==> src/hw/spi_pkg.sv <==
package spi_pkg;

  // operation carried in the top bit of a command word.
  // a set top bit asks for a write, a clear one for a read.
  typedef enum logic
  {
    OP_READ  = 1'b0,
    OP_WRITE = 1'b1
  } spi_op_e;

  // phases of the frame sequencer.
  // PH_IDLE waits for a start with cs high and sclk low.
  // PH_SETUP has cs low and the first bit on mosi, one clk before the timer runs.
  // PH_SHIFT runs the bit timer and moves one bit per sclk period.
  // PH_DONE has cs high again and signals the end of the frame for one clk.
  typedef enum logic [1:0]
  {
    PH_IDLE  = 2'd0,
    PH_SETUP = 2'd1,
    PH_SHIFT = 2'd2,
    PH_DONE  = 2'd3
  } spi_phase_e;

endpackage
==> src/hw/spi_master.sv <==
`timescale 1ns/10ps

module spi_master #(
  parameter int CMD_WIDTH  = 12,
  parameter int READ_WIDTH = 8,
  parameter int CLK_DIV    = 4
) (
  input  logic                  clk,
  input  logic                  rst_n,
  input  logic [CMD_WIDTH-1:0]  cmd_in,
  input  logic                  cmd_vld,
  output logic                  cmd_rdy,
  output logic                  sclk,
  output logic                  cs,
  output logic                  mosi,
  input  logic                  miso,
  output logic                  read_vld,
  output logic [READ_WIDTH-1:0] read_data
);

  logic                 start;
  logic [CMD_WIDTH-1:0] cmd_word;
  spi_pkg::spi_op_e     op;
  logic                 run;
  logic                 sample;
  logic                 launch;
  logic                 read_phase;
  logic                 done;

  spi_cmd_stage #(
    .CMD_WIDTH (CMD_WIDTH)
  ) u_cmd_stage (
    .clk      (clk),
    .rst_n    (rst_n),
    .cmd_in   (cmd_in),
    .cmd_vld  (cmd_vld),
    .done     (done),
    .cmd_rdy  (cmd_rdy),
    .start    (start),
    .cmd_word (cmd_word),
    .op       (op)
  );

  spi_bit_timer #(
    .CLK_DIV (CLK_DIV)
  ) u_bit_timer (
    .clk    (clk),
    .rst_n  (rst_n),
    .run    (run),
    .sample (sample),
    .launch (launch)
  );

  spi_shifter #(
    .CMD_WIDTH  (CMD_WIDTH),
    .READ_WIDTH (READ_WIDTH)
  ) u_shifter (
    .clk        (clk),
    .rst_n      (rst_n),
    .start      (start),
    .cmd_word   (cmd_word),
    .op         (op),
    .sample     (sample),
    .launch     (launch),
    .run        (run),
    .read_phase (read_phase),
    .done       (done),
    .cs         (cs),
    .sclk       (sclk),
    .mosi       (mosi)
  );

  spi_read_stage #(
    .READ_WIDTH (READ_WIDTH)
  ) u_read_stage (
    .clk        (clk),
    .rst_n      (rst_n),
    .miso       (miso),
    .sample     (sample),
    .read_phase (read_phase),
    .done       (done),
    .op         (op),
    .read_vld   (read_vld),
    .read_data  (read_data)
  );

endmodule

==> src/hw/spi_read_stage.sv <==
`timescale 1ns/10ps

module spi_read_stage #(
  parameter int READ_WIDTH = 8
) (
  input  logic                  clk,
  input  logic                  rst_n,
  input  logic                  miso,
  input  logic                  sample,
  input  logic                  read_phase,
  input  logic                  done,
  input  spi_pkg::spi_op_e      op,
  output logic                  read_vld,
  output logic [READ_WIDTH-1:0] read_data
);

  logic [READ_WIDTH-1:0] cap;
  logic                  publish;

  // a write frame never produces a result.
  assign publish = done && (op == spi_pkg::OP_READ);

  // bits arrive MSB first, so they enter at the bottom and move up.
  always_ff @(posedge clk)
  begin
    if (sample && read_phase)
    begin
      cap <= {cap[READ_WIDTH-2:0], miso};
    end
  end

  always_ff @(posedge clk or negedge rst_n)
  begin
    if (!rst_n)
    begin
      read_vld  <= 1'b0;
      read_data <= '0;
    end
    else
    begin
      read_vld <= publish;
      if (publish)
      begin
        read_data <= cap;
      end
    end
  end

endmodule

==> src/hw/spi_shifter.sv <==
`timescale 1ns/10ps

module spi_shifter #(
  parameter int CMD_WIDTH  = 12,
  parameter int READ_WIDTH = 8
) (
  input  logic                 clk,
  input  logic                 rst_n,
  input  logic                 start,
  input  logic [CMD_WIDTH-1:0] cmd_word,
  input  spi_pkg::spi_op_e     op,
  input  logic                 sample,
  input  logic                 launch,
  output logic                 run,
  output logic                 read_phase,
  output logic                 done,
  output logic                 cs,
  output logic                 sclk,
  output logic                 mosi
);

  localparam int CW = $clog2(CMD_WIDTH);
  localparam logic [CW-1:0] LAST_BIT = CW'(CMD_WIDTH - 1);
  // first bit index that belongs to the data returned by the slave.
  localparam logic [CW-1:0] RD_FIRST = CW'(CMD_WIDTH - READ_WIDTH);

  spi_pkg::spi_phase_e  phase;
  logic [CW-1:0]        bit_cnt;
  logic [CW-1:0]        next_cnt;
  logic [CMD_WIDTH-1:0] shreg;
  logic                 is_read;

  assign is_read    = (op == spi_pkg::OP_READ);
  assign next_cnt   = bit_cnt + 1'b1;
  assign run        = (phase == spi_pkg::PH_SHIFT);
  assign done       = (phase == spi_pkg::PH_DONE);
  assign read_phase = run && is_read && (bit_cnt >= RD_FIRST);

  always_ff @(posedge clk or negedge rst_n)
  begin
    if (!rst_n)
    begin
      phase   <= spi_pkg::PH_IDLE;
      bit_cnt <= '0;
      cs      <= 1'b1;
      sclk    <= 1'b0;
      mosi    <= 1'b0;
    end
    else
    begin
      case (phase)
        spi_pkg::PH_IDLE:
        begin
          if (start)
          begin
            phase   <= spi_pkg::PH_SETUP;
            bit_cnt <= '0;
            cs      <= 1'b0;
            mosi    <= cmd_word[CMD_WIDTH-1];
          end
        end
        spi_pkg::PH_SETUP:
        begin
          phase <= spi_pkg::PH_SHIFT;
        end
        spi_pkg::PH_SHIFT:
        begin
          if (sample)
          begin
            sclk <= 1'b1;
          end
          else if (launch)
          begin
            sclk <= 1'b0;
            if (bit_cnt == LAST_BIT)
            begin
              phase <= spi_pkg::PH_DONE;
              cs    <= 1'b1;
              mosi  <= 1'b0;
            end
            else
            begin
              bit_cnt <= next_cnt;
              // while the slave answers a read, mosi stays low.
              if (is_read && (next_cnt >= RD_FIRST))
              begin
                mosi <= 1'b0;
              end
              else
              begin
                mosi <= shreg[CMD_WIDTH-1];
              end
            end
          end
        end
        default:
        begin
          phase <= spi_pkg::PH_IDLE;
        end
      endcase
    end
  end

  // shreg keeps the next bit to send in its top position.
  always_ff @(posedge clk)
  begin
    if ((phase == spi_pkg::PH_IDLE) && start)
    begin
      shreg <= {cmd_word[CMD_WIDTH-2:0], 1'b0};
    end
    else if (run && launch)
    begin
      shreg <= {shreg[CMD_WIDTH-2:0], 1'b0};
    end
  end

endmodule

==> src/hw/spi_bit_timer.sv <==
`timescale 1ns/10ps

module spi_bit_timer #(
  parameter int CLK_DIV = 4
) (
  input  logic clk,
  input  logic rst_n,
  input  logic run,
  output logic sample,
  output logic launch
);

  localparam int CNT_W = (CLK_DIV > 1) ? $clog2(CLK_DIV) : 1;
  localparam logic [CNT_W-1:0] RELOAD = CNT_W'(CLK_DIV - 1);

  logic [CNT_W-1:0] cnt;
  logic             half;
  logic             tick;

  // a tick marks the last clk of a half-period.
  assign tick = run && (cnt == '0);

  // the first half-period ends on the sclk rising point.
  assign sample = tick && !half;
  assign launch = tick && half;

  always_ff @(posedge clk or negedge rst_n)
  begin
    if (!rst_n)
    begin
      cnt  <= RELOAD;
      half <= 1'b0;
    end
    else if (!run)
    begin
      cnt  <= RELOAD;
      half <= 1'b0;
    end
    else if (tick)
    begin
      cnt  <= RELOAD;
      half <= ~half;
    end
    else
    begin
      cnt <= cnt - 1'b1;
    end
  end

endmodule

==> src/hw/spi_cmd_stage.sv <==
`timescale 1ns/10ps

module spi_cmd_stage #(
  parameter int CMD_WIDTH = 12
) (
  input  logic                 clk,
  input  logic                 rst_n,
  input  logic [CMD_WIDTH-1:0] cmd_in,
  input  logic                 cmd_vld,
  input  logic                 done,
  output logic                 cmd_rdy,
  output logic                 start,
  output logic [CMD_WIDTH-1:0] cmd_word,
  output spi_pkg::spi_op_e     op
);

  logic accept;

  // a command is taken only while no frame is in flight.
  assign accept = cmd_vld && cmd_rdy;

  always_ff @(posedge clk or negedge rst_n)
  begin
    if (!rst_n)
    begin
      cmd_rdy <= 1'b1;
      start   <= 1'b0;
      op      <= spi_pkg::OP_READ;
    end
    else
    begin
      start <= 1'b0;
      if (accept)
      begin
        cmd_rdy <= 1'b0;
        start   <= 1'b1;
        if (cmd_in[CMD_WIDTH-1])
        begin
          op <= spi_pkg::OP_WRITE;
        end
        else
        begin
          op <= spi_pkg::OP_READ;
        end
      end
      else if (done)
      begin
        // the shifter has closed the frame, so the next command may come in.
        cmd_rdy <= 1'b1;
      end
    end
  end

  // the word stays put for the whole frame, it only changes on acceptance.
  always_ff @(posedge clk)
  begin
    if (accept)
    begin
      cmd_word <= cmd_in;
    end
  end

endmodule

==> config.mk <==
export PLATFORM = sky130hd
export DESIGN_NAME = spi_master
export DESIGN_NICKNAME = d
export VERILOG_FILES = /design/src/hw/spi_pkg.sv /design/src/hw/spi_master.sv /design/src/hw/spi_read_stage.sv /design/src/hw/spi_shifter.sv /design/src/hw/spi_bit_timer.sv /design/src/hw/spi_cmd_stage.sv
export SDC_FILE = /design/constraint.sdc
export NUM_CORES = 1
export LEC_CHECK = 0
export BUFFER_PORTS_ARGS = -buffer_cell sky130_fd_sc_hd__buf_2
export CAP_MARGIN = 0
export CORE_AREA = 5 5 74 90
export CTS_CLUSTER_DIAMETER = 150
export DETAILED_ROUTE_END_ITERATION = 8
export DIE_AREA = 0 0 79 95
export PLACE_DENSITY_LB_ADDON = 0.3
export SLEW_MARGIN = 20
export SYNTH_ARGS = -nofsm -noshare
export SYNTH_HDL_FRONTEND = slang
export SYNTH_SLANG_ARGS = --single-unit
==> constraint.sdc <==
create_clock -name clk -period 5.9 [get_ports clk]
set_clock_uncertainty 0.15 [all_clocks]
set_input_delay 0.295 -clock clk [delete_from_list [all_inputs] [get_ports clk]]
set_output_delay 0.295 -clock clk [all_outputs]
set_load 0.01 [all_outputs]
# Word level (Yosys, flattened, before mapping)
# Cells that the tools add are included.
classes:
  n_lt_le_gt_ge: 2
  mux: 33
  n_reduce_logical: 23
  add_sub_neg: 2
  bitwise_logic: 2
  eq_ne: 10
ops:
  columns: ["cell", "count"]
  rows:
  - ["$mux W12", 2]
  - ["$mux W1", 17]
  - ["$mux W4", 4]
  - ["$mux W2", 6]
  - ["$logic_and A1 B1 Y1", 11]
  - ["$reduce_and A5 Y1", 2]
  - ["$ge A4 B3 Y1 const B", 2]
  - ["$ne A2 B2 Y1 const B", 4]
  - ["$pmux W4 S2", 1]
  - ["$reduce_and A4 Y1", 2]
  - ["$reduce_bool A2 Y1", 4]
  - ["$pmux W2 S3", 1]
  - ["$add A4 B1 Y4 const B", 1]
  - ["$eq A2 B2 Y1 const B", 2]
  - ["$eq A4 B4 Y1 const B", 1]
  - ["$logic_not A2 Y1", 2]
  - ["$ne A2 B1 Y1 const B", 2]
  - ["$pmux W1 S2", 2]
  - ["$eq A2 B1 Y1 const B", 1]
  - ["$not A1 Y1", 2]
  - ["$reduce_and A2 Y1", 1]
  - ["$sub A2 B1 Y2 const B", 1]
  - ["$logic_not A1 Y1", 1]
totals:
  inputBits: 16
  register_bits: 55
  out_inout_bits: 13

# Longest topological paths before layout
depth:
  depth_word: 8
  mapped_depth: 6
  depth_no_buf: 6

# By module
# From an unflattened synthesis, not the netlist that was laid out.
hier_totals:
  cells_unflattened: 150
  hier_area_um2: 2344.7
by_module_without_submodules:
  columns: ["mod", "area_per_inst_um2", "instances", "seq_area_each_um2", "cells_per_inst"]
  rows:
  - ["spi_shifter", 1106.1, 1, 556.8, 90]
  - ["spi_read_stage", 625.6, 1, 465.4, 28]
  - ["spi_cmd_stage", 474.2, 1, 436.7, 19]
  - ["spi_bit_timer", 138.9, 1, 77.6, 13]

# Least setup slack after synthesis
# OpenSTA, ideal clock, no wires.
synth_path:
  kind: "flip-flop to flip-flop"
  from: "register u_shifter.phase[0]"
  to: "register u_read_stage.cap[0], enable pin"
  stages_incl_launch_ff: 6
  t_arrival_ns: 1.703
  required_time_ns: 5.355
  setup_time_ns: 0.395
  slack_ns: 3.652
  synth_period_minus_slack_ns: 2.248
  cell_sequence: "dfrtp_1 > inv_1 > ha_1 > buf_2 > nand2_1 > nor4_1"
synth_via:
  elab_chain_cells: 4
  elab_cells_between_ends: 6
  cone_classes: "1 x eq/ne; 5 x reduce/logical"
synth_rtl:
  columns: ["element", "line_no", "rtl"]
  rows:
  - ["from (decl)", "spi_shifter.sv:27", "spi_pkg::spi_phase_e phase;"]
  - ["from (signal assigned)", "spi_shifter.sv:43", "phase <= spi_pkg::PH_IDLE;"]
  - ["from (signal assigned)", "spi_shifter.sv:56", "phase <= spi_pkg::PH_SETUP;"]
  - ["from (signal assigned)", "spi_shifter.sv:64", "phase <= spi_pkg::PH_SHIFT;"]
  - ["$eq A2 B2 Y1 (*)", "spi_shifter.sv:35", "assign run = (phase == spi_pkg::PH_SHIFT);"]
  - ["via run", "spi_master.sv:24", "logic run;"]
  - ["$logic_and A1 B1 Y1 (on tied branches)", "spi_bit_timer.sv:21, spi_shifter.sv:37", null]
  - ["$logic_and A1 B1 Y1 (on tied branches)", "spi_bit_timer.sv:24, spi_shifter.sv:37", null]
  - ["$logic_and A1 B1 Y1 (*)", "spi_read_stage.sv:26", "if (sample && read_phase)"]
  - ["to (signal assigned)", "spi_read_stage.sv:28", "cap <= {cap[READ_WIDTH-2:0], miso};"]
  - ["to (decl)", "spi_read_stage.sv:17", "logic [READ_WIDTH-1:0] cap;"]
# The timed path passes the listed nets; every way through them passes the cells marked *.
# A chain may end at the register's enable or synchronous reset.

# Worst setup path in the final report
layout_path:
  from: "register u_shifter.phase[0]"
  to: "register u_read_stage.cap[7], enable pin"
# The elaborated chain is that of the path after synthesis.

==> metrics <==
status completed; DRT Pass-1 Iters 4; DR vias/cell 5.04; Hold Crit Class in -> reg; reg2reg start u_shifter.phase[0]$_DFFE_PN0P_; Num CTS Buffers 5; global-route wire length before repair around 6.3 mm; Worst Path Arrival 2000 ps; Worst path slowest cell ha_1; Die Area around 7500 um^2; fin cells 243; core area just under 6000 um^2; Hold Vio Cnt, Final 0; final setup violation count 0; die height approximately 95 um; Inst Count DP about 230; root buf cell clkbuf_8; crit-path leading delay family adder cells; CTS tree yes; DP Wirelength approximately 2.7 mm; post_cts resized 0; Net Count, Synth between 150 and 200; synthesized cell area 2200 um^2; Pleak 1.02 nW; Worst-path clk slew approximately 80 ps; Avg WL per Cell 15.7 um; cell count after synthesis between 100 and 150; leading area contributor after synthesis edfxtp_1; FF+latch count, synth 55; post-synth top area share a little over two fifths; CP Data Required Time approximately 5800 ps; Hold Startpoint cmd_vld; clk sinks 55; Max-Cap Viols 0; CP peak stage delay around 530 ps; DRT iter0 DRCs roughly 70; Ant. Diodes 0; Slew Limit Headroom between 50 and 60%; Fmax about 470 MHz; peak supply drop 0.000210 V; Crit. Startpoint u_shifter.phase[0]$_DFFE_PN0P_; fill count 544; IO Port Bufs 28; Starting Density a little under two fifths; fin. max-slew vios 0; WS Path Type reg -> reg; layout cells sized above 1 roughly a quarter; synth-to-layout area growth 13.4%; WP buf/inv 2; worst skew pair latency a little under 300 ps; P per Cell Area around 430 nW/um^2; critical path endpoint category flop; Antenna Violating Nets Remaining 0; All-Layer GR Usage between 10 and 15%; vias in the first global route between 1000 and 1500; startpoint types flop; commonest cells after routing, fill and taps aside 31 x edfxtp_1, 28 x buf_2, 20 x dfrtp_1; antenna violations before repair 0; vias post-DR about 1200; Ys Warns 0; DRC violations left 0; num rows 31; register area share after synthesis a little over two thirds; final period utilization a little over a third; grt ovf 0; largest net degree at the start of global routing 25; # IOs 29; buffer depth of the longest clock path 2; H-Tree Depth 2; worst-path cell chain inv_1 > ha_1 > nand2_1 > nor4_1 > buf_4; leading cell type in the layout, fill and taps excluded edfxtp_1; crit-path max FO 17; Syn Area/Cell 15.4 um^2; final wirelength 3.81 mm; Synth cell types 36; RSZ-0062 raised after global routing false; Placer Congestion between 0.7 and 0.8; Worst-Margin Slew 634 ps; # nets final 197; setup_tns 0 ps; Die Width slightly below 80 um; Period minus WS final between 2000 and 2500 ps; Area contributors post-synth edfxtp_1 42%, dfrtp_1 23%, mux2_1 8.7%
metrics by stage:
step	hold WS (ps)	utilization [%]	setup WS, ps	total power [W]	cell area [um^2]
after floorplan	-151	-	3650	0.000788	2200
after global placement	165	41.7	3880	0.000871	2410
after detailed placement	172	41.7	3770	0.000891	2410
after CTS	0.122	43.2	3740	0.00109	2500
after global routing	2.50	43.2	3590	0.00114	2500
final	7.83	43.2	3760	0.00107	2500
worst reg2reg max path, cell delays in order (launching register included):
cell and delay [ps]:
dfrtp_1 410, inv_1 90, ha_1 540, nand2_1 170, nor4_1 280, buf_4 230
per-layer routing:
layer	vias to the layer above	global-route usage (%)	wire length, um
li1	584	-	-
met1	604	13.1	1690
met2	28	18.9	1890
met3	8	2.67	162
met4	0	4.73	70
met5	-	0	0
sequential cells by signal, indices dropped and copies added, names as in the netlist:
signal / cells
u_read_stage.read_vld: 1
u_cmd_stage.cmd_word: 12
u_bit_timer.half: 1
u_read_stage.cap: 8
u_read_stage.read_data: 8
u_shifter.shreg: 11
u_cmd_stage.cmd_rdy: 1
u_shifter.phase: 2
u_shifter.mosi: 1
u_shifter.bit_cnt: 4
u_cmd_stage.start: 1
u_cmd_stage.op: 1
u_shifter.cs: 1
u_shifter.sclk: 1
u_bit_timer.cnt: 2
power by group:
group,internal (W),total (W),switching (W)
combinational,0.000145,0.000312,0.000168
clock,0.0000845,0.000191,0.000107
sequential,0.000505,0.000564,0.0000595
total,0.000734,0.00107,0.000334
synth_stat cells, drive strengths merged:
library cell	number
and2	3
edfxtp	31
and3	1
dfrtp	20
mux2i	1
nand2	10
xor2	1
a21bo	1
buf	4
inv	7
and3b	1
a21oi	4
a22o	4
a21o	1
nand2b	1
nor3	1
mux2	21
a311oi	1
nand3	3
nor2b	1
dfstp	4
o21ai	5
o22ai	2
ha	5
nor2	3
nor4	1
or2	1
o22a	1
nand3b	4
path summary, 6_finish.rpt:
path                                                               to  slack [ps]  cells after the start
worst max-delay path                    u_read_stage.cap[7]$_DFFE_PP_        3760                      5
worst min-delay path                  u_cmd_stage.cmd_rdy$_DFFE_PN1P_           8                      2
worst max register to register          u_read_stage.cap[7]$_DFFE_PP_        3760                      5
worst min register to register          u_read_stage.cap[3]$_DFFE_PP_         310                      0
max in group asynchronous             u_cmd_stage.cmd_rdy$_DFFE_PN1P_        4860                      2
min in group asynchronous       u_read_stage.read_data[0]$_DFFE_PN0P_         360                      2
area by class of cell:
| class | instances | area, um^2 | area share [%] |
|---|---|---|---|
| clock buffer | 8 | 80.1 | 3.20 |
| inverter | 7 | 26.3 | 1.05 |
| multi-input combinational | 77 | 616 | 24.6 |
| sequential | 55 | 1540 | 61.5 |
| tap | 66 | 82.6 | 3.30 |
| timing repair buffer | 30 | 158 | 6.31 |
timing repair:
action | CTS | global route
endpoints found under the hold margin | 20 | 0
setup buffers | 0 | 0
hold buffers | 1 | 0
endpoints found under the setup margin | 0 | 0
cells by family after synthesis:
| family | count (synthesis) | share of synthesized area (%) |
|---|---|---|
| buffers and inverters | 11 | 2.33 |
| AND/OR/NAND/NOR | 30 | 7.27 |
| AO/OA/AOI/OAI | 19 | 6.25 |
| multiplexers | 22 | 11.2 |
| XOR/XNOR | 1 | 0.398 |
| adder cells (fa/ha/maj) | 5 | 2.84 |
| flip-flops | 55 | 69.7 |
(Power assumes the default switching activity.)
